--- src/logic/dcache_pkg.sv ---
// widths, port counts and bus structs shared by every data cache stage; compile it first
`default_nettype none

package dcache_pkg;

  localparam int xlen = 32;
  localparam int num_store_ports = 3;
  localparam int num_load_ports = 2;
  localparam int num_lines = 32;

  typedef logic [xlen-1:0] addr_t;
  // index is address bits 7:3, tag is bits 15:8
  typedef logic [4:0] line_idx_t;
  typedef logic [7:0] line_tag_t;
  typedef logic [63:0] line_data_t;
  typedef logic [7:0] byte_mask_t;
  // 0 byte, 1 half, 2 word, 3 double
  typedef logic [1:0] access_size_t;

  typedef struct packed {
    logic         valid;
    addr_t        addr;
    access_size_t size;
    line_data_t   data;
  } store_req_t;

  typedef struct packed {
    logic         valid;
    addr_t        addr;
    access_size_t size;
    logic         is_signed;
  } load_req_t;

  typedef struct packed {
    logic       en;
    line_idx_t  idx;
    line_tag_t  tag;
    line_data_t data;
    byte_mask_t mask;
  } line_write_t;

  typedef struct packed {
    logic         en;
    line_idx_t    idx;
    line_tag_t    tag;
    logic [2:0]   offset;
    access_size_t size;
    logic         is_signed;
  } line_lookup_t;

  typedef struct packed {
    logic       valid;
    logic       hit;
    line_data_t data;
  } load_resp_t;

  typedef struct packed {
    logic [num_store_ports-1:0] done;
    logic [num_store_ports-1:0] retry;
  } store_resp_t;

  typedef struct packed {
    logic       en;
    line_idx_t  idx;
    line_tag_t  tag;
    line_data_t data;
    logic       dirty;
  } refill_t;

  typedef struct packed {
    logic  valid;
    addr_t addr;
  } mem_req_t;

  typedef struct packed {
    logic       valid;
    line_data_t data;
  } mem_resp_t;

  typedef struct packed {
    logic       valid;
    addr_t      addr;
    line_data_t data;
  } mem_write_t;

  // overlay the masked byte lanes of new_bytes onto old_line
  function automatic line_data_t merge_bytes(line_data_t old_line, line_data_t new_bytes,
                                             byte_mask_t mask);
    line_data_t merged;
    merged = old_line;
    for (int b = 0; b < 8; b++) begin
      if (mask[b]) begin
        merged[8*b +: 8] = new_bytes[8*b +: 8];
      end
    end
    return merged;
  endfunction

endpackage

`default_nettype wire

--- src/logic/load_align.sv ---
// lookup and result stages of one load port, registers the lookup then extracts the loaded value
`default_nettype none

module load_align (
  input  logic                     clock,
  input  logic                     reset,
  input  dcache_pkg::load_req_t    req,
  output dcache_pkg::line_lookup_t lookup,
  input  dcache_pkg::line_data_t   line,
  input  logic                     line_hit,
  output dcache_pkg::load_resp_t   resp
);

  dcache_pkg::line_lookup_t lookup_next;
  dcache_pkg::line_data_t   shifted;
  dcache_pkg::line_data_t   extended;
  dcache_pkg::load_resp_t   resp_next;

  always_comb begin
    lookup_next.en        = req.valid;
    lookup_next.idx       = req.addr[7:3];
    lookup_next.tag       = req.addr[15:8];
    lookup_next.offset    = req.addr[2:0];
    lookup_next.size      = req.size;
    lookup_next.is_signed = req.is_signed;
  end

  always_ff @(posedge clock) begin
    lookup <= lookup_next;
    if (reset) begin
      lookup.en <= 1'b0;
    end
  end

  // bring the addressed byte lane down to bit 0
  assign shifted = line >> {lookup.offset, 3'b000};

  always_comb begin
    case (lookup.size)
      2'd0: begin
        if (lookup.is_signed) begin
          extended = {{56{shifted[7]}}, shifted[7:0]};
        end else begin
          extended = {56'b0, shifted[7:0]};
        end
      end
      2'd1: begin
        if (lookup.is_signed) begin
          extended = {{48{shifted[15]}}, shifted[15:0]};
        end else begin
          extended = {48'b0, shifted[15:0]};
        end
      end
      2'd2: begin
        if (lookup.is_signed) begin
          extended = {{32{shifted[31]}}, shifted[31:0]};
        end else begin
          extended = {32'b0, shifted[31:0]};
        end
      end
      default: extended = shifted;
    endcase
  end

  always_comb begin
    resp_next.valid = lookup.en;
    resp_next.hit   = line_hit;
    resp_next.data  = extended;
  end

  always_ff @(posedge clock) begin
    resp <= resp_next;
    if (reset) begin
      resp.valid <= 1'b0;
    end
  end

endmodule

`default_nettype wire

--- config.mk ---
export PLATFORM = sky130hd
export DESIGN_NAME = load_align
export DESIGN_NICKNAME = d
export VERILOG_FILES = /design/src/logic/dcache_pkg.sv /design/src/logic/load_align.sv
export SDC_FILE = /design/constraint.sdc
export NUM_CORES = 1
export LEC_CHECK = 0
export BUFFER_PORTS_ARGS = -buffer_cell sky130_fd_sc_hd__buf_4
export CORE_MARGIN = 8
export CORE_UTILIZATION = 45
export CTS_BUF_LIST = sky130_fd_sc_hd__clkbuf_16
export DETAILED_ROUTE_END_ITERATION = 10
export PLACE_DENSITY_LB_ADDON = 0.05
export SLEW_MARGIN = 20
export SYNTH_ARGS = -nofsm -noshare
export SYNTH_HDL_FRONTEND = slang
export SYNTH_SLANG_ARGS = --single-unit
--- constraint.sdc ---
create_clock -name clock -period 2.19 [get_ports clock]
set_clock_uncertainty 0.1 [all_clocks]
set_input_delay 0.5475 -clock clock [delete_from_list [all_inputs] [get_ports clock]]
set_output_delay 0.5475 -clock clock [all_outputs]
set_load 0.01 [all_outputs]
# Yosys cells after proc, flatten, opt, wreduce, memory -nomap -nowiden
# Index checks and enable logic that the tools add are counted.
[word_totals] register_bits=86 latchBits=0 ramBits=0 mem_bits_ro=0 inputBits=103 out_inout_bits=86 elab_cells=17 memories=0
[op_classes] n_addsub=0 mul=0 div=0 order_cmp=0 n_eq_ne=2 shift=1 mux=4 bitwise=0 n_reduce_logical=1
[op_table] cell="$mux W64" count=3
[op_table] cell="$pmux W64 S3" count=1
[op_table] cell="$shr A64 B6 Y64" count=1
[op_table] cell="$eq A2 B1 Y1 const B" count=1
[op_table] cell="$eq A2 B2 Y1 const B" count=1
[op_table] cell="$logic_not A2 Y1" count=1

# Depth between registers and ports, before layout
[logic_depth] depth_word=3 ltp_mapped=8 mapped_depth_nobuf=4

# Least setup slack after synthesis
# OpenSTA, ideal clock, no wires.
[synth_timing] path_type="flip-flop to flip-flop" startpoint="register lookup[3] (netlist name)" endpoint="register resp[5] (netlist name)" setup_ps=121 arrival_time_ps=1779 t_required_ps=1969 slack_ps=190 stages_incl_launch_ff=8 path_buffers=4 period_less_slack_ps=2000 cell_sequence="dfxtp_1 > buf_6 > buf_2 > buf_4 > buf_2 > mux2i_1 > mux2i_1 > mux2_2"
[synth_via] elab_chain_cells=3 word_cells_on_any_way=5 classes_between="shift: 1; mux: 4"
[synth_rtl] element="start: declaration" line_no="load_align.sv:8" text="output dcache_pkg::line_lookup_t lookup,"
[synth_rtl] element="start signal: assignment" line_no="load_align.sv:29" text="lookup <= lookup_next;"
[synth_rtl] element="$shr A64 B6 Y64 *" line_no="load_align.sv:36" text="assign shifted = line >> {lookup.offset, 3'b000};"
[synth_rtl] element="$mux W64, on equally long branches" line_no="load_align.sv:55, load_align.sv:41, load_align.sv:48"
[synth_rtl] element="$pmux W64 S3 *" line_no="load_align.sv:39" text="case (lookup.size)"
[synth_rtl] element="named net extended[5]" line_no="load_align.sv:16" text="dcache_pkg::line_data_t extended;"
[synth_rtl] element="end signal: assignment" line_no="load_align.sv:72" text="resp <= resp_next;"
[synth_rtl] element="end: declaration" line_no="load_align.sv:11" text="output dcache_pkg::load_resp_t resp"
# The timed path passes the listed nets; every way through them passes the cells marked *.
# A chain may end at the register's enable or synchronous reset.

# Final worst setup path
[layout_timing] startpoint="register lookup[3] (netlist name)" endpoint="register resp[14] (netlist name)"
# The elaborated chain is that of the path after synthesis.

==> flow_summary.json <==
{
  "status": "finished, final reports clean",
  "synth_cells": 355,
  "drc": 0,
  "synth_area_um2": 3910,
  "reg2reg_depth": 5,
  "initial_core_util_pct": 45.7,
  "grt_pass1_wl_um": 19400,
  "grt_usage_pct": 21.0,
  "post_synth.cell_area_avg_um2": 11.0,
  "vias": 3519,
  "ctsHoldBuffers": 0,
  "r2r_slack_ns": 0.16,
  "fin_setup_tns_ns": 0,
  "ys.flop_type": "dfxtp_1",
  "grt_pass1_vias": 3762,
  "fp.dieW_um": 109,
  "ys_seq_area_share_pct": 44.1,
  "final_util_pct": 65.5,
  "hold_viol": 0,
  "whs_endpoint": "lookup[10]",
  "nets": 620,
  "path_class": "flip-flop to flip-flop",
  "routed_via_density": 5.59,
  "cts_tree": "yes",
  "ys_warn_count": 0,
  "grt_setup_unrepaired": "no",
  "io_pins": 189,
  "place_congestion": 0.891,
  "clk_latency_ns": 0.33,
  "end_kind": "flip-flop",
  "diodes": 0,
  "synth_nets": 458,
  "rows": 34,
  "post-place-ws_ns": -0.00947,
  "setup_ws_ns": 0.155,
  "drtIter0Drc": 200,
  "cp_data_arrival_time_ns": 2.11,
  "wirelength_um": 12700,
  "dp_hpwl_um": 9450,
  "min_period_ns": 2.03,
  "fmax_ghz": 0.492,
  "post_cts_buffers": 0,
  "cts.htree.levels": 3,
  "drive_gt1_share_pct": 46.4,
  "die_h_um": 109,
  "hp-start": "req[15]",
  "synth_async_sr_flop_share_pct": 0,
  "cp-start-kind": "flip-flop",
  "ant_nets": 0,
  "cts_made_buffers": 9,
  "crit_required_ns": 2.26,
  "regToRegStartpoint": "lookup[3]",
  "routedWlPerCell_um": 20.2,
  "dieArea_um2": 11900,
  "slew_headroom_pct": 52.6,
  "critPathMaxFanout": 39,
  "cp_slowest_cell": "mux4_2",
  "core_region_area_um2": 8550,
  "regArea_um2": 1730,
  "final_cell_mix": "186 x buf_4, 83 x dfxtp_1, 42 x nand2_1, 41 x mux2i_1, 26 x nand4_1",
  "n_fill_cell": 708,
  "path_clk_slew_ns": 0.07,
  "synth_edf_count": 0,
  "multiInputGateArea_um2": 1970,
  "setup_viol": 0,
  "grt-ovfl-total": 0,
  "min_path_cells": 1,
  "cap_violations": 0,
  "mostFrequentLayoutCell": "buf_4",
  "critPathLaunch": "lookup[3]",
  "cts-resized-gates": 0,
  "port-buffer-count": 172,
  "period_share_pct": 92.9,
  "crit_path_max_incr_delay_ns": 0.56,
  "grt_max_degree": 49,
  "worstPathCellList": "buf_12 -> buf_4 -> mux4_2 -> mux2i_1 -> o21ai_0",
  "antenna_found_initial": 0,
  "cts_buffer_depth": 2,
  "r2r-end": "resp[14]",
  "finalPower_uw": 4230,
  "maxSlewViolCount": 0,
  "ys_ff_latch": 86,
  "p_leak_uw": 0.00265,
  "ir_drop_uv": 456,
  "root_buffer": "clkbuf_16",
  "p_per_area_nw_per_um2": 755,
  "synth_cell_types": 30,
  "area_delta_synth_final_pct": 43.4,
  "first_pass_iters": 4,
  "worst_pin_slew_ns": 0.709,
  "cts.sinks": 86,
  "min_path_type": "input pin to flip-flop"
}
logic make-up after synthesis:
group	Yosys count	share of synthesized area, %
buffers and inverters	39	5.61
multiplexers	74	26.3
AND/OR/NAND/NOR	104	13.7
AO/OA/AOI/OAI	52	10.4
flip-flops	86	44.1
per-layer routing:
layer | wire length, µm | global-route usage, % | part of all wire [%]
met5 | 0 | 0 | 0
met4 | 296 | 9.64 | 2.3
met3 | 1410 | 6.97 | 11
met2 | 6010 | 34.3 | 47
met1 | 5020 | 24.6 | 39
worst max-delay path: cells and delay by family (launching register included):
family	cells	cell delay [ns]
mux	2	0.70
buf+inv	2	0.55
compound gates	1	0.11
flops	1	0.40
state kept, by name, indices dropped and copies added (netlist names):
name    cells
lookup     20
resp       66
Yosys cell counts, types with 7 or more instances:
master	number	area, µm²
nand4_1	26	163
dfxtp_1	86	1720
o21ai_0	10	50.1
mux2i_1	41	410
nor2b_1	13	81.3
nand2_1	42	158
clkbuf_1	11	41.3
o2bb2ai_1	7	61.3
o2111ai_1	15	131
mux2_2	9	101
buf_2	16	80.1
mux4_2	21	473
nand3_1	11	55.1
how the worst max path moves through the flow:
stage                           to  cells past startpoint
after CTS                 resp[14]                      5
after global placement    resp[49]                      6
after floorplan            resp[5]                      7
after detailed placement  resp[12]                      6
final                     resp[14]                      5
after global routing      resp[11]                      5
final cells by class:
cell class | instances | area share (%)
Multi-Input combinational cell | 230 | 35.1
Timing Repair Buffer | 190 | 26.4
Sequential cell | 86 | 30.8
Clock buffer | 9 | 4.02
Tap cell | 108 | 2.41
Clock inverter | 7 | 1.30
where the power goes:
group | internal, µW | leakage (µW) | switching, µW
Sequential | 1720 | 0.000720 | 60.9
Clock | 888 | 0.000142 | 637
Combinational | 499 | 0.00179 | 420
Total | 3110 | 0.00265 | 1120
per-stage QoR:
| stage | hold WS (ns) | std cells | instance area, µm² |
|---|---|---|---|
| finish | 0.211 | 630 | 5600 |
| global route | 0.202 | 630 | 5600 |
| CTS | 0.204 | 630 | 5600 |
| detailed placement | 0.361 | 614 | 5310 |
| global placement | 0.347 | 614 | 5310 |
| floorplan | 0.388 | 355 | 3910 |
Power figures use the tool's default switching activity.
