--- config.mk ---
export PLATFORM = sky130hd
export DESIGN_NAME = miss_handler
export DESIGN_NICKNAME = d
export VERILOG_FILES = /design/src/logic/dcache_pkg.sv /design/src/logic/miss_handler.sv
export SDC_FILE = /design/constraint.sdc
export NUM_CORES = 1
export LEC_CHECK = 0
export BUFFER_PORTS_ARGS = -buffer_cell sky130_fd_sc_hd__buf_2
export CAP_MARGIN = 20
export CELL_PAD_IN_SITES_DETAIL_PLACEMENT = 0
export CELL_PAD_IN_SITES_GLOBAL_PLACEMENT = 1
export CORE_AREA = 2 2 187 189
export DETAILED_ROUTE_END_ITERATION = 6
export DIE_AREA = 0 0 189 191
export GPL_ROUTABILITY_DRIVEN = 1
export MAX_ROUTING_LAYER = met4
export PLACE_DENSITY = 0.65
export SYNTH_ARGS = -nofsm -noshare
export SYNTH_HDL_FRONTEND = slang
export SYNTH_SLANG_ARGS = --single-unit
--- constraint.sdc ---
create_clock -name clock -period 6.6 [get_ports clock]
set_clock_uncertainty 0.1 [all_clocks]
set_input_delay 0.33 -clock clock [delete_from_list [all_inputs] [get_ports clock]]
set_output_delay 0.33 -clock clock [all_outputs]
set_load 0.05 [all_outputs]
--- src/logic/dcache_pkg.sv ---
// widths, port counts and bus structs shared by every data cache stage; compile it first
`default_nettype none

package dcache_pkg;

  localparam int xlen = 32;
  localparam int num_store_ports = 3;
  localparam int num_load_ports = 2;
  localparam int num_lines = 32;

  typedef logic [xlen-1:0] addr_t;
  // index is address bits 7:3, tag is bits 15:8
  typedef logic [4:0] line_idx_t;
  typedef logic [7:0] line_tag_t;
  typedef logic [63:0] line_data_t;
  typedef logic [7:0] byte_mask_t;
  // 0 byte, 1 half, 2 word, 3 double
  typedef logic [1:0] access_size_t;

  typedef struct packed {
    logic         valid;
    addr_t        addr;
    access_size_t size;
    line_data_t   data;
  } store_req_t;

  typedef struct packed {
    logic         valid;
    addr_t        addr;
    access_size_t size;
    logic         is_signed;
  } load_req_t;

  typedef struct packed {
    logic       en;
    line_idx_t  idx;
    line_tag_t  tag;
    line_data_t data;
    byte_mask_t mask;
  } line_write_t;

  typedef struct packed {
    logic         en;
    line_idx_t    idx;
    line_tag_t    tag;
    logic [2:0]   offset;
    access_size_t size;
    logic         is_signed;
  } line_lookup_t;

  typedef struct packed {
    logic       valid;
    logic       hit;
    line_data_t data;
  } load_resp_t;

  typedef struct packed {
    logic [num_store_ports-1:0] done;
    logic [num_store_ports-1:0] retry;
  } store_resp_t;

  typedef struct packed {
    logic       en;
    line_idx_t  idx;
    line_tag_t  tag;
    line_data_t data;
    logic       dirty;
  } refill_t;

  typedef struct packed {
    logic  valid;
    addr_t addr;
  } mem_req_t;

  typedef struct packed {
    logic       valid;
    line_data_t data;
  } mem_resp_t;

  typedef struct packed {
    logic       valid;
    addr_t      addr;
    line_data_t data;
  } mem_write_t;

  // overlay the masked byte lanes of new_bytes onto old_line
  function automatic line_data_t merge_bytes(line_data_t old_line, line_data_t new_bytes,
                                             byte_mask_t mask);
    line_data_t merged;
    merged = old_line;
    for (int b = 0; b < 8; b++) begin
      if (mask[b]) begin
        merged[8*b +: 8] = new_bytes[8*b +: 8];
      end
    end
    return merged;
  endfunction

endpackage

`default_nettype wire

--- src/logic/miss_handler.sv ---
// single-entry miss handler, fetches one missing line from memory and issues its refill
`default_nettype none

module miss_handler (
  input  logic                                                       clock,
  input  logic                                                       reset,
  input  dcache_pkg::line_write_t [dcache_pkg::num_store_ports-1:0]  wr,
  input  logic [dcache_pkg::num_store_ports-1:0]                     store_hit,
  output logic [dcache_pkg::num_store_ports-1:0]                     take_store,
  input  dcache_pkg::line_lookup_t [dcache_pkg::num_load_ports-1:0]  lookup,
  input  logic [dcache_pkg::num_load_ports-1:0]                      line_hit,
  output dcache_pkg::mem_req_t                                       mem_req,
  input  dcache_pkg::mem_resp_t                                      mem_resp,
  output dcache_pkg::refill_t                                        refill
);

  typedef enum logic [1:0] {idle, req, wait_mem, fill} state_t;

  state_t                 state;
  state_t                 state_next;
  logic                   take_any;
  logic                   pick_store;
  dcache_pkg::line_idx_t  pick_idx;
  dcache_pkg::line_tag_t  pick_tag;
  dcache_pkg::line_data_t pick_data;
  dcache_pkg::byte_mask_t pick_mask;
  logic                   miss_store;
  dcache_pkg::line_idx_t  miss_idx;
  dcache_pkg::line_tag_t  miss_tag;
  dcache_pkg::line_data_t miss_data;
  dcache_pkg::byte_mask_t miss_mask;
  dcache_pkg::line_data_t fill_data;

  // loads scanned first so any store miss overrides them; lowest port wins in each scan
  always_comb begin
    take_store = '0;
    take_any   = 1'b0;
    pick_store = 1'b0;
    pick_idx   = '0;
    pick_tag   = '0;
    pick_data  = '0;
    pick_mask  = '0;
    if (state == idle) begin
      for (int p = dcache_pkg::num_load_ports - 1; p >= 0; p--) begin
        if (lookup[p].en && !line_hit[p]) begin
          take_any = 1'b1;
          pick_idx = lookup[p].idx;
          pick_tag = lookup[p].tag;
        end
      end
      for (int p = dcache_pkg::num_store_ports - 1; p >= 0; p--) begin
        if (wr[p].en && !store_hit[p]) begin
          take_store    = '0;
          take_store[p] = 1'b1;
          take_any      = 1'b1;
          pick_store    = 1'b1;
          pick_idx      = wr[p].idx;
          pick_tag      = wr[p].tag;
          pick_data     = wr[p].data;
          pick_mask     = wr[p].mask;
        end
      end
    end
  end

  always_comb begin
    state_next = state;
    case (state)
      idle: begin
        if (take_any) begin
          state_next = req;
        end
      end
      req: state_next = wait_mem;
      wait_mem: begin
        if (mem_resp.valid) begin
          state_next = fill;
        end
      end
      default: state_next = idle;
    endcase
  end

  always_ff @(posedge clock) begin
    if (take_any) begin
      miss_store <= pick_store;
      miss_idx   <= pick_idx;
      miss_tag   <= pick_tag;
      miss_data  <= pick_data;
      miss_mask  <= pick_mask;
    end
    // a load miss carries an empty mask, so the memory line passes unchanged
    if (state == wait_mem && mem_resp.valid) begin
      fill_data <= dcache_pkg::merge_bytes(mem_resp.data, miss_data, miss_mask);
    end
    if (reset) begin
      state <= idle;
    end else begin
      state <= state_next;
    end
  end

  assign mem_req = '{
    valid: (state == req),
    addr:  {{(dcache_pkg::xlen-16){1'b0}}, miss_tag, miss_idx, 3'b000}
  };

  assign refill = '{
    en:    (state == fill),
    idx:   miss_idx,
    tag:   miss_tag,
    data:  fill_data,
    dirty: miss_store
  };

endmodule

`default_nettype wire

# Yosys cells after proc, flatten, opt, wreduce, memory -nomap -nowiden
# Index checks and enable logic that the tools add are counted.
[totals]
latch_bits = 0
output_inout_bits = 115
word_cells = 65
ram_bits = 0
reg_bits = 152
memories = 0
mem_bits_ro = 0
inputBits = 370
[op_classes]
n_eq_ne = 5
bitwise = 0
shifts = 0
add_sub_neg = 0
n_reduce_logical = 13
n_lt_le_gt_ge = 0
mul = 0
div_mod_pow = 0
mux = 40
[op_table]
columns = ["op", "n"]
rows = [
  ["$mux 64", 3],
  ["$mux 8", 16],
  ["$mux 5", 5],
  ["$mux 3", 4],
  ["$mux 1", 9],
  ["$logic_and 1x1->1", 6],
  ["$pmux 2 s3", 1],
  ["$logic_not 1->1", 5],
  ["$eq 2x2->1 const B", 2],
  ["$mux 2", 2],
  ["$ne 2x2->1 const B", 2],
  ["$eq 2x1->1 const B", 1],
  ["$logic_not 2->1", 1],
  ["$reduce_and 2->1", 1],
]

# Logic depth before layout (Yosys ltp)
[logic_depth]
word_depth = 10
mapped_depth = 7
ltp_nobuf = 6

# Worst setup path after synthesis
# No wires, ideal clock.
[synth_timing]
path_type = "flip-flop to flip-flop"
start = "register state[0]"
end = "register miss_data[0] (enable)"
n_path_buf = 2
slack_ps = 2951
setup_time_ps = 460
arrival_ps = 3089
period_less_slack_ps = 3649
path_stages_with_launch = 6
required_time_ps = 6040
path_cell_list = "dfxtp_1 -> inv_1 -> ha_1 -> buf_2 -> clkbuf_1 -> o31a_1"
[synth_between]
elab_chain_cells = 2
[synth_lines]
columns = ["element", "line", "source"]
rows = [
  ["start, declared", "miss_handler.sv:19", "state_t state;"],
  ["start signal, assigned", "miss_handler.sv:97", "state <= idle;"],
  ["start signal, assigned", "miss_handler.sv:99", "state <= state_next;"],
  ["$logic_not 2->1", "miss_handler.sv:43", "if (state == idle) begin"],
  ["$mux 1", "miss_handler.sv:43", ""],
  ["net take_any", "miss_handler.sv:21", "logic take_any;"],
  ["end signal, assigned", "miss_handler.sv:89", "miss_data <= pick_data;"],
  ["end, declared", "miss_handler.sv:30", "dcache_pkg::line_data_t miss_data;"],
]
# The timed path passes the listed nets, and every way through them passes these cells.
# A chain may end at the register's enable or synchronous reset.

# Worst setup path after layout
[layout_timing]
start = "register state[0]"
end = "register miss_data[1] (enable)"
# The elaborated chain is that of the path after synthesis.

==> results.cfg <==
[flow_run]
maxCapViolCount = 0

[floorplanning]
fp-row-count = 68
fp.dieH_um = 191
fp.dieArea_um2 = 36100
die_w_um = 189
core_area_um2 = 34100
start_util_pct = 25.0
io_pins = 485

[yosys]
ys_warn_count = 0
yosysTopAreaCell = edfxtp_1
netlist_area_um2 = 8510
synthFlopType = edfxtp_1
synth_edf_count = 150
netlist_instances = 639
synth_cell_types = 34
yosysTopAreaCellShare_pct = 52.9
yosysSeqAreaShare_pct = 53.4
syn_area_per_cell_um2 = 13.3
synth.area.top_cells = edfxtp_1, a221oi_2, mux2_2
yosysMostFrequentCell = edfxtp_1
synth_common_cells = edfxtp_1, nor2_1, mux2_2, a221oi_2, buf_4
ys_ff_latch = 152
synth-async-reset-ratio_pct = 0

[cts]
clkTransAtPathRegs_ns = 0.07
clock-sinks = 152
htreeDepth = 4
post_cts_buffers = 0
clock_path_buffers = 2
hold_buffers = 0
cts-buffers-inserted = 17
cts_root_buffer = clkbuf_16
cts_resized = 0
clk_latency_ns = 0.41
cts_tree = built

[sta]
worst_pin_slew_ns = 1.08
maxSlewHeadroom_pct = 27.8
finalMaxSlewViolations = 0
period_share_pct = 48.9
setup_viol = 0
hold_slack_ns = 0.110
fmax_mhz = 310
fin_crit_ns = 3.23
hold_viol_final = 0
grt_setup_unrepaired = false
fin_setup_tns_ns = 0

[setup_path]
cp.arrival_ns = 3.15
reg2regPathDepth = 5
path_cells = inv_1 -> ha_2 -> buf_4 -> o31a_2 -> buf_4
cpMostUsedCell = buf_4
crit_type = reg2reg
critPathCaptureType = flop
critPathMaxStageDelay_ns = 0.83
r2r_start = state[0]
crit_fanout = 90
slowest_stage = buf_4
critPathLaunchType = flop
r2r-end = miss_data[1]
crit_required_ns = 6.52
reg2reg_slack_ns = 3.37

[detailed_routing]
postRouteAntennaNets = 0
vias = 6759
via_per_inst = 4.46
first_pass_iters = 4
first_iter_violations = 263
avgRoutedWirePerCell_um = 18.8
drc_errors = 0
wirelength_um = 28400

[final_layout]
synthToLayoutAreaGrowth_pct = 35.1
drive_above_1_share_pct = 61.8
fin_nets = 1421

[placed_design]
portBuffers = 453
dp_hpwl_um = 21100
gp_congestion = 0.766

[grt]
grt_pass1_vias = 6791
antenna_found_initial = 1
grtUsageTotal_pct = 15.4
grt_pass1_wl_um = 40800
globalRoute.totalOverflow = 0
grt_max_degree = 91

[power]
leakagePower_nw = 4.73
p_total_mw = 4.51
powerDensity_nw_per_um2 = 392
vdd_drop_max_uv = 283

[min_path]
min_path_type = in2reg
whs_path_depth = 2
min_to = fill_data[37]
min_from = mem_resp[37]

[run_status]
status = complete, no violations
## per-stage QoR
step	cell area [um2]	util [%]	setup slack, ns	instances
finish	11500	33.7	3.37	1514
global route	11500	33.7	3.10	1514
CTS	11500	33.7	3.23	1513
detailed placement	10900	32.0	3.25	1482
global placement	10900	32.0	3.31	1482
floorplan	8580	-	2.95	657
## power by group
| group | internal, mW | switching (mW) | total, mW |
|---|---|---|---|
| Combinational | 0.614 | 1.14 | 1.76 |
| Sequential | 1.61 | 0.193 | 1.80 |
| Clock | 0.530 | 0.422 | 0.951 |
| Total | 2.76 | 1.76 | 4.51 |
## worst max-delay path: cells and delay by family (launching register included)
kind / cells / cell delay (ns)
fa+ha+maj: 1 / 0.17
compound gates: 1 / 0.51
buf+inv: 3 / 1.55
flops: 1 / 0.37
## how the worst max path moves through the flow
stage / start / endpoint / slack, ns / cells past startpoint
6_report: state[0] / miss_data[1] / 3.37 / 5
3_5_place_dp: state[0] / miss_data[60] / 3.25 / 5
4_1_cts: state[0] / miss_mask[6] / 3.23 / 5
3_3_place_gp: state[0] / miss_data[2] / 3.31 / 5
2_1_floorplan: state[0] / miss_data[0] / 2.95 / 5
5_1_grt: state[0] / miss_data[1] / 3.10 / 5
## placed cells by master, fill, tap and decap left out, drive strengths merged
cell / instances
a21o: 13
a21oi: 14
a221oi: 85
a32o: 1
and2: 2
buf: 463
bufinv: 1
clkbuf: 18
clkinv: 2
clkinvlp: 4
conb: 19
dfxtp: 2
diode: 1
edfxtp: 150
ha: 5
inv: 10
mux2: 64
mux2i: 1
nand2: 17
nand2b: 4
nand3: 13
nor2: 74
nor2b: 4
nor3: 2
nor3b: 72
o21a: 1
o21ai: 13
o31a: 1
o32ai: 1
or2: 1
or3: 1
## final cells by class
class	count	area, um2
timing repair buffer	463	2340
tap	455	569
inverter	4	15.0
clock buffer	18	429
fill	3505	22600
multi-input combinational	408	3460
antenna	1	2.50
sequential	152	4540
clock inverter	13	138
## metal layers
layer	global-route usage, %	vias up	share of wire, %
met5	-	-	0
met2	27.4	293	51
met1	18.1	3202	42
met3	2.74	13	5.8
met4	3.67	0	1.2
li1	-	3251	-
## state kept, by name, indices dropped and copies added (netlist names)
register / count
miss_idx: 5
fill_data: 64
miss_store: 1
miss_mask: 8
miss_tag: 8
miss_data: 64
state: 2
## kinds of logic after synthesis
kind of cell    count (synthesis)  share of synthesized area [%]
buf+inv                        97                           7.01
mux                            65                           8.58
other cells                     1                         0.0440
flops                         152                           53.4
simple gates                  190                           14.6
compound gates                129                           15.7
fa+ha+maj                       5                          0.735
Note: power is estimated with default switching activity, not from simulation.
