File: config.mk
export PLATFORM = sky130hd
export DESIGN_NAME = store_align
export DESIGN_NICKNAME = d
export VERILOG_FILES = /design/src/logic/dcache_pkg.sv /design/src/logic/store_align.sv
export SDC_FILE = /design/constraint.sdc
export NUM_CORES = 1
export LEC_CHECK = 0
export ABC_AREA = 1
export CORE_AREA = 2 2 108 84
export DETAILED_ROUTE_END_ITERATION = 7
export DIE_AREA = 0 0 110 86
export DONT_BUFFER_PORTS = 1
export PLACE_DENSITY = 0.62
export SLEW_MARGIN = 20
export SYNTH_ARGS = -nofsm -noshare
export SYNTH_HDL_FRONTEND = slang
export SYNTH_SLANG_ARGS = --single-unit
File: constraint.sdc
create_clock -name clock -period 2.2 [get_ports clock]
set_input_delay 0.22 -clock clock [delete_from_list [all_inputs] [get_ports clock]]
set_output_delay 0.22 -clock clock [all_outputs]
set_load 0.03 [all_outputs]
File: src/logic/dcache_pkg.sv
// widths, port counts and bus structs shared by every data cache stage; compile it first
`default_nettype none

package dcache_pkg;

  localparam int xlen = 32;
  localparam int num_store_ports = 3;
  localparam int num_load_ports = 2;
  localparam int num_lines = 32;

  typedef logic [xlen-1:0] addr_t;
  // index is address bits 7:3, tag is bits 15:8
  typedef logic [4:0] line_idx_t;
  typedef logic [7:0] line_tag_t;
  typedef logic [63:0] line_data_t;
  typedef logic [7:0] byte_mask_t;
  // 0 byte, 1 half, 2 word, 3 double
  typedef logic [1:0] access_size_t;

  typedef struct packed {
    logic         valid;
    addr_t        addr;
    access_size_t size;
    line_data_t   data;
  } store_req_t;

  typedef struct packed {
    logic         valid;
    addr_t        addr;
    access_size_t size;
    logic         is_signed;
  } load_req_t;

  typedef struct packed {
    logic       en;
    line_idx_t  idx;
    line_tag_t  tag;
    line_data_t data;
    byte_mask_t mask;
  } line_write_t;

  typedef struct packed {
    logic         en;
    line_idx_t    idx;
    line_tag_t    tag;
    logic [2:0]   offset;
    access_size_t size;
    logic         is_signed;
  } line_lookup_t;

  typedef struct packed {
    logic       valid;
    logic       hit;
    line_data_t data;
  } load_resp_t;

  typedef struct packed {
    logic [num_store_ports-1:0] done;
    logic [num_store_ports-1:0] retry;
  } store_resp_t;

  typedef struct packed {
    logic       en;
    line_idx_t  idx;
    line_tag_t  tag;
    line_data_t data;
    logic       dirty;
  } refill_t;

  typedef struct packed {
    logic  valid;
    addr_t addr;
  } mem_req_t;

  typedef struct packed {
    logic       valid;
    line_data_t data;
  } mem_resp_t;

  typedef struct packed {
    logic       valid;
    addr_t      addr;
    line_data_t data;
  } mem_write_t;

  // overlay the masked byte lanes of new_bytes onto old_line
  function automatic line_data_t merge_bytes(line_data_t old_line, line_data_t new_bytes,
                                             byte_mask_t mask);
    line_data_t merged;
    merged = old_line;
    for (int b = 0; b < 8; b++) begin
      if (mask[b]) begin
        merged[8*b +: 8] = new_bytes[8*b +: 8];
      end
    end
    return merged;
  endfunction

endpackage

`default_nettype wire

File: src/logic/store_align.sv
// first pipeline stage of one store port, turns a byte-addressed store into a masked line write
`default_nettype none

module store_align (
  input  logic                    clock,
  input  logic                    reset,
  input  dcache_pkg::store_req_t  req,
  output dcache_pkg::line_write_t wr
);

  logic [2:0]              offset;
  dcache_pkg::byte_mask_t  mask;
  dcache_pkg::line_data_t  lane_data;
  dcache_pkg::line_write_t wr_next;

  assign offset = req.addr[2:0];

  // requests are naturally aligned, so the mask never wraps past lane 7
  always_comb begin
    case (req.size)
      2'd0: mask = 8'b0000_0001 << offset;
      2'd1: mask = 8'b0000_0011 << offset;
      2'd2: mask = 8'b0000_1111 << offset;
      default: mask = 8'b1111_1111;
    endcase
  end

  // move the low bytes of the store value up to their lanes
  assign lane_data = req.data << {offset, 3'b000};

  always_comb begin
    wr_next.en   = req.valid;
    wr_next.idx  = req.addr[7:3];
    wr_next.tag  = req.addr[15:8];
    wr_next.data = lane_data;
    wr_next.mask = mask;
  end

  always_ff @(posedge clock) begin
    wr <= wr_next;
    if (reset) begin
      wr.en <= 1'b0;
    end
  end

endmodule

`default_nettype wire

== After elaboration in Yosys (flattened, before gate mapping) ==
Index checks and enable logic that the tools add are counted.
Cells by class
  multiplexer cells: 1
  shift-type cells: 4
  equal/unequal tests: 2
  reductions and logical operators: 1
Operators with widths (count)
  $shl A64 B6 Y64: 1
  $pmux W8 S3: 1
  $shl A1 B3 Y8 const A: 1
  $shl A2 B3 Y8 const A: 1
  $shl A4 B3 Y8 const A: 1
  $eq A2 B1 Y1 const B: 1
  $eq A2 B2 Y1 const B: 1
  $logic_not A2 Y1: 1
Storage, ports and cells
  register bits: 86
  input bits: 101
  output and inout port bits: 86

== Longest topological paths before layout ==
Gate-level depths: netlist of the first run.
  depth after elaboration: 2
  mapped depth: 9

== Worst setup path before layout of the first run ==
No wires, ideal clock.
  path kind: input-to-reg
  start point: input port req[68] in the netlist's numbering
  end point: register wr[64] in the netlist's numbering
  buffers on the path: 3
  required time: 2.087 ns
  setup slack: 1.227 ns
  data arrival time: 0.860 ns
  stages: 6
  cells stage by stage: buf_4 > inv_1 > buf_4 > buf_6 > nand2_1 > nand2_1
On the way
  longest elaborated chain between the ends: 1
RTL lines
  start, declared: RTL line store_align.sv:7  | input dcache_pkg::store_req_t req,
  $shl A64 B6 Y64: RTL line store_align.sv:29  | assign lane_data = req.data << {offset, 3'b000};
  via lane_data[56]: RTL line store_align.sv:13  | dcache_pkg::line_data_t lane_data;
  end signal, assigned: RTL line store_align.sv:40  | wr <= wr_next;
  end, declared: RTL line store_align.sv:8  | output dcache_pkg::line_write_t wr
The timed path passes the listed nets, and every way through them passes these cells.
A chain may end at the register's enable or synchronous reset.

== Final worst setup path of the first run ==
  start point: input port req[68] in the netlist's numbering
  end point: register wr[3] in the netlist's numbering
On the way
  longest elaborated chain between the ends: 2
  elaborated cells on any way between the ends: 4
  classes of those cells: shift (3); mux (1)
RTL lines
  $shl A4 B3 Y8, or another cell as far along: RTL line store_align.sv:23  | 2'd2: mask = 8'b0000_1111 << offset;
  $pmux W8 S3 *: RTL line store_align.sv:20  | case (req.size)
Mark *: on every way between the ends. The rest lies on a longest branch, timed or not.

==> flow_metrics.tcl, run 1 <==
set metrics [dict create \
    rows 29 \
    synth.most_common_cell "nand2_1" \
    die_height_microns 86 \
    numCtsBuffers 9 \
    hold_violations 0 \
    syn_to_final_growth_pct 11.1 \
    hp-class "in -> reg" \
    synth_edf_count 0 \
    max_stage_delay_ns 1.23 \
    crit_type "in -> reg" \
    antenna_found_initial 0 \
    async_reset_ff_share_pct 0 \
    placed_cell_area_sq_um 3910 \
    endpoint_kind "register" \
    cts_num_sinks 86 \
    syn_area_sq_um 3920 \
    power.internal_w 0.00240 \
    rsz0062_at_grt "false" \
    power_leakage_nw 2.34 \
    reg_top3 "wr: 86 flops" \
    dp_hpwl_microns 8500 \
    fin_crit_sh_pct 67.9 \
    syn_avg_cell_area_sq_um 6.63 \
    final_area_sq_um 4360 \
    synthDistinctLibCells 20 \
    die_area_sq_um 9460 \
    netlist.area_leader.share_pct 43.9 \
    setup_ws_ns 0.707 \
    power_switching_w 0.00114 \
    p_sw_share_pct 32.2 \
    ant_nets 0 \
    avgViaCountPerCell 5.20 \
    vias 3727 \
    dr.pass1.iters 5 \
    largest_reg_flops 86 \
    initial_utilization_pct 47.2 \
    slew_violations 0 \
    grt_pass1_vias 3489 \
    pin_count 187 \
    cts_buffer_depth 2 \
    worst_slew_margin_rel_pct 30.1 \
    synth_cells 591 \
    synth_top_area_cell "dfxtp_1" \
    tightest_slew_ns 1.05 \
    outcome "complete, no violations" \
    cap_violations 0 \
    power_frac_comb_pct 12.3 \
    setup_viol 0 \
    critPathLaunchType "primary input" \
    cts.htree.levels 3 \
    power.density_nw_per_um2 812 \
    grt_pass1_wl_microns 19700 \
    wirelength_microns 12600 \
    top_register "wr" \
    drive_gt1_share_pct 4.60 \
    clk_pin_slew_ns 0.08 \
    cts_tree "done" \
    preCtsSetupSlack_ns 0.869 \
    critPathBufInv 1 \
    nNetsFinal 708 \
    io_buffers 0 \
    ys_warn_count 0 \
    grt_max_degree 63 \
    critPathMaxFanout 27 \
    root_buffer "clkbuf_8" \
    slowest_stage "dlygate4sd3_1" \
    yosys-top-cells-count "nand2_1, nand3_1, dfxtp_1" \
    syn_nets 695 \
    ys_seq_area_share_pct 43.9 \
    layout_min_cycle_time_ns 1.49 \
    setup_tns_ns 0 \
    peakVddDrop_v 0.000458 \
    drtIter0Drc 372 \
    drc 0 \
    grt.total_usage_pct 27.7 \
    p_seq_share_pct 55.8 \
    synth.area.top_cells "dfxtp_1, nand2_1, nand3_1, inv_1, buf_4" \
    synth_top_flop_cell "dfxtp_1" \
    place_congestion 0.898 \
    core_sq_um 8310 \
    n_antenna_cell 0 \
    crit_arrival_ns 1.68 \
    fmax_mhz 670 \
    cp_top_family "buffers and inverters" \
    wl_per_cell_microns 17.6 \
    clock_power_share_pct 31.9 \
    die_w_microns 110 \
    ys_ff_latch 86 \
    num-fill-cells 873 \
    required_ns 2.39 \
    crit_chain "dlygate4sd3_1 -> o21ai_0" \
    overflow 0 \
]
==> power groups by stage <==
stage	combinational (W)	sequential (W)	clock (W)
floorplan	0.000345	0.00199	0
global placement	0.000375	0.00202	0
detailed placement	0.000379	0.00201	0
CTS	0.000429	0.00198	0.00116
global route	0.000502	0.00199	0.00121
finish	0.000435	0.00197	0.00113
==> layout make-up <==
class	instances	area, sq um	share of cell area, %
flip-flops and latches	86	1720	39.5
inverters	56	213	4.88
repair buffers	30	288	6.61
clock buffers	11	141	3.25
clock inverters	5	58.8	1.35
multi-input cells	421	1800	41.3
well taps	108	135	3.10
==> placed cells by master, fill, tap and decap left out, types with 3 or more instances in the layout <==
cell type and instances:
o21ai_0 3, nand2_1 281, a21oi_1 16, clkbuf_8 10, nor2_1 19, inv_1 53, nand3_1 93, ha_1 3
buf_4 5, dlygate4sd3_1 25, dfxtp_1 86
==> logic make-up after synthesis <==
kind of cell,Yosys count,synth area share (%)
AND/OR/NAND/NOR,398,42.3
flip-flops,86,43.9
buffers and inverters,84,10.2
AO/OA/AOI/OAI,20,2.58
adder cells (fa/ha/maj),3,0.957
==> per-stage QoR <==
| stage | utilization [%] | instances | hold slack (ns) | total power, W |
|---|---|---|---|---|
| after floorplan | - | 591 | 0.248 | 0.00234 |
| after global placement | 47.0 | 676 | 0.248 | 0.00239 |
| after detailed placement | 47.0 | 676 | 0.248 | 0.00239 |
| after CTS | 52.4 | 717 | 0.00334 | 0.00357 |
| after global routing | 52.4 | 717 | 0.0156 | 0.00371 |
| final | 52.4 | 717 | 0.0169 | 0.00354 |
==> layer usage <==
metal  global-route usage [%]  share of wire, %  vias to the layer above
li1                         -                 -                     1845
met1                     43.4                48                     1656
met2                     35.9                38                      209
met3                     8.28                12                       17
met4                     7.36               1.9                        0
met5                        0                 0                        -
==> repair_timing <==
item / CTS / global route
setup buffers: 0 / 0
gates resized for setup: 0 / 0
endpoints found under the hold margin: 57 / 0
hold buffers: 25 / 0
==> worst paths after layout <==
check	from	endpoint	depth (start not counted)
setup / recovery	req[68]	wr[3]$_SDFF_PN1_	2
hold / removal	req[68]	wr[70]$_DFF_P_	2
Note: power is estimated with default switching activity, not from simulation.
==> run 2: changes to the inputs <==
- PLACE_DENSITY: 0.62 -> 0.64
- clock period: 2.2 -> 1.23 ns (I/O delays scaled with it)
==> run 2 against run 1 <==
- the run now ends with negative setup slack left
- utilization rose by 2.5 points
- non-clock buffer count increased by 21
- cell count increased by 2.9%
- first-iteration DRC count rose by 11%
- via count rose by 1.2%
- combinational power rose by 100%
- clock power up 61%
- routed wire length rose by 0.65%
- worst hold slack better by 0.0015 ns
- global-route usage down 0.41 points
- highest routed layer unchanged
==> flow_metrics.tcl, run 2 (same netlist as run 1, synthesis figures left out) <==
set metrics [dict create \
    crit_type "in -> reg" \
    place_congestion 0.890 \
    hold_start "req[67]" \
    p_seq_share_pct 56.7 \
    die_w_microns 110 \
    grt_max_degree 56 \
    io_buffers 0 \
    drtIter0Drc 412 \
    placed_cell_area_sq_um 3980 \
    worst_slew_margin_rel_pct 66.5 \
    critPathBufInv 2 \
    outcome "finished, violations left" \
    cp_top_family "buffers and inverters" \
    power_leakage_nw 2.45 \
    endpoint_kind "register" \
    required_ns 1.45 \
    initial_utilization_pct 47.2 \
    power_switching_w 0.00213 \
    power_frac_comb_pct 14.1 \
    pin_count 187 \
    clock_power_share_pct 29.3 \
    final_util_pct 55.0 \
    cts_tree "done" \
    hp-class "in -> reg" \
    cts_buffer_depth 2 \
    wirelength_microns 12700 \
    n_antenna_cell 0 \
    hold_violations 0 \
    final_common_cell "nand2_1" \
    rows 29 \
    root_buffer "clkbuf_8" \
    die_height_microns 86 \
    avgViaCountPerCell 5.11 \
    max_stage_delay_ns 0.85 \
    overflow 0 \
    reg_top3 "wr: 86 flops" \
    peakVddDrop_v 0.000822 \
    top_register "wr" \
    dp_hpwl_microns 8710 \
    final_cell_mix "nand2_1, nand3_1, dfxtp_1" \
    fin_crit_sh_pct 102 \
    p_sw_share_pct 34.2 \
    setup_viol 1 \
    whs_endpoint "wr[32]$_SDFF_PP0_" \
    layout_min_cycle_time_ns 1.25 \
    antenna_found_initial 0 \
    setup_tns_ns -0.0222 \
    final_area_sq_um 4570 \
    largest_reg_flops 86 \
    holdWs_ns 0.0185 \
    grt_pass1_wl_microns 19200 \
    slew_violations 0 \
    power.density_nw_per_um2 1360 \
    nNetsFinal 729 \
    vias 3770 \
    cts_num_sinks 86 \
    grt.total_usage_pct 27.3 \
    crit_chain "dlygate4sd3_1 -> nor2_2 -> buf_4 -> nand2_1 -> nand3_1" \
    post_cts_buffers 0 \
    p_total_w 0.00623 \
    critPathMaxFanout 25 \
    die_area_sq_um 9460 \
    clk_pin_slew_ns 0.09 \
    syn_to_final_growth_pct 16.5 \
    grt_pass1_vias 3472 \
    fmax_mhz 799 \
    drive_gt1_share_pct 5.56 \
    cts.htree.levels 3 \
    ant_nets 0 \
    dr.pass1.iters 5 \
    cap_violations 0 \
    core_sq_um 8310 \
    drc 0 \
    critPathLaunchType "primary input" \
    slowest_stage "dlygate4sd3_1" \
    wl_per_cell_microns 17.2 \
    rsz0062_at_grt "false" \
    numCtsBuffers 9 \
    hold_depth 3 \
    tightest_slew_ns 0.500 \
    violations "negative setup slack" \
    setup_ws_ns -0.0222 \
    crit_arrival_ns 1.47 \
    power.internal_w 0.00410 \
]
-- run 2: worst max-delay path by stage --
stage / startpoint / end / slack, ns / depth (start not counted)
finish: req[67] / wr[50]$_DFF_P_ / -0.02 / 5
global route: req[67] / wr[50]$_DFF_P_ / 0.004 / 5
CTS: req[67] / wr[50]$_DFF_P_ / 0.03 / 5
detailed placement: req[66] / wr[34]$_SDFF_PP0_ / 0.24 / 6
global placement: req[66] / wr[59]$_DFF_P_ / 0.27 / 7
floorplan: req[68] / wr[64]$_DFF_P_ / 0.35 / 6
-- run 2: power groups by stage --
stage          Sequential (W)  Clock [W]  Combinational [W]
5_1_grt               0.00355    0.00198           0.000985
6_report              0.00353    0.00182           0.000875
4_1_cts               0.00353    0.00186           0.000861
3_3_place_gp          0.00360          0           0.000701
2_1_floorplan         0.00357          0           0.000617
3_5_place_dp          0.00360          0           0.000706
-- run 2: repair_timing --
action                     in CTS  in global routing
hold endpoints to repair       74                  0
resized for setup               0                  3
hold buffers                   40                  0
setup endpoints to repair       0                  5
-- run 2: metrics by stage --
| stage | std cells | worst slack, ns |
|---|---|---|
| 2_1_floorplan | 591 | 0.354 |
| 3_3_place_gp | 682 | 0.268 |
| 3_5_place_dp | 682 | 0.239 |
| 4_1_cts | 738 | 0.0260 |
| 5_1_grt | 738 | 0.00385 |
| 6_report | 738 | -0.0222 |
-- run 2: tightest hold or removal path, delay by kind of cell --
| kind | cells | cell delay [ns] |
|---|---|---|
| simple gates | 3 | 0.20 |
-- run 2: metal layers --
layer / share of wire (%) / vias to the layer above / global-route usage (%)
met2: 39 / 181 / 36.1
met1: 49 / 1670 / 42.1
met3: 10 / 24 / 8.28
li1: - / 1895 / -
met5: 0 / - / 0
met4: 1.8 / 0 / 7.36
-- run 2: cell type report --
type	count	area, sq um
clock buffers	10	128
well taps	108	135
flip-flops and latches	86	1720
inverters	56	213
repair buffers	51	526
clock inverters	6	45.0
fillers	845	3740
multi-input cells	421	1800
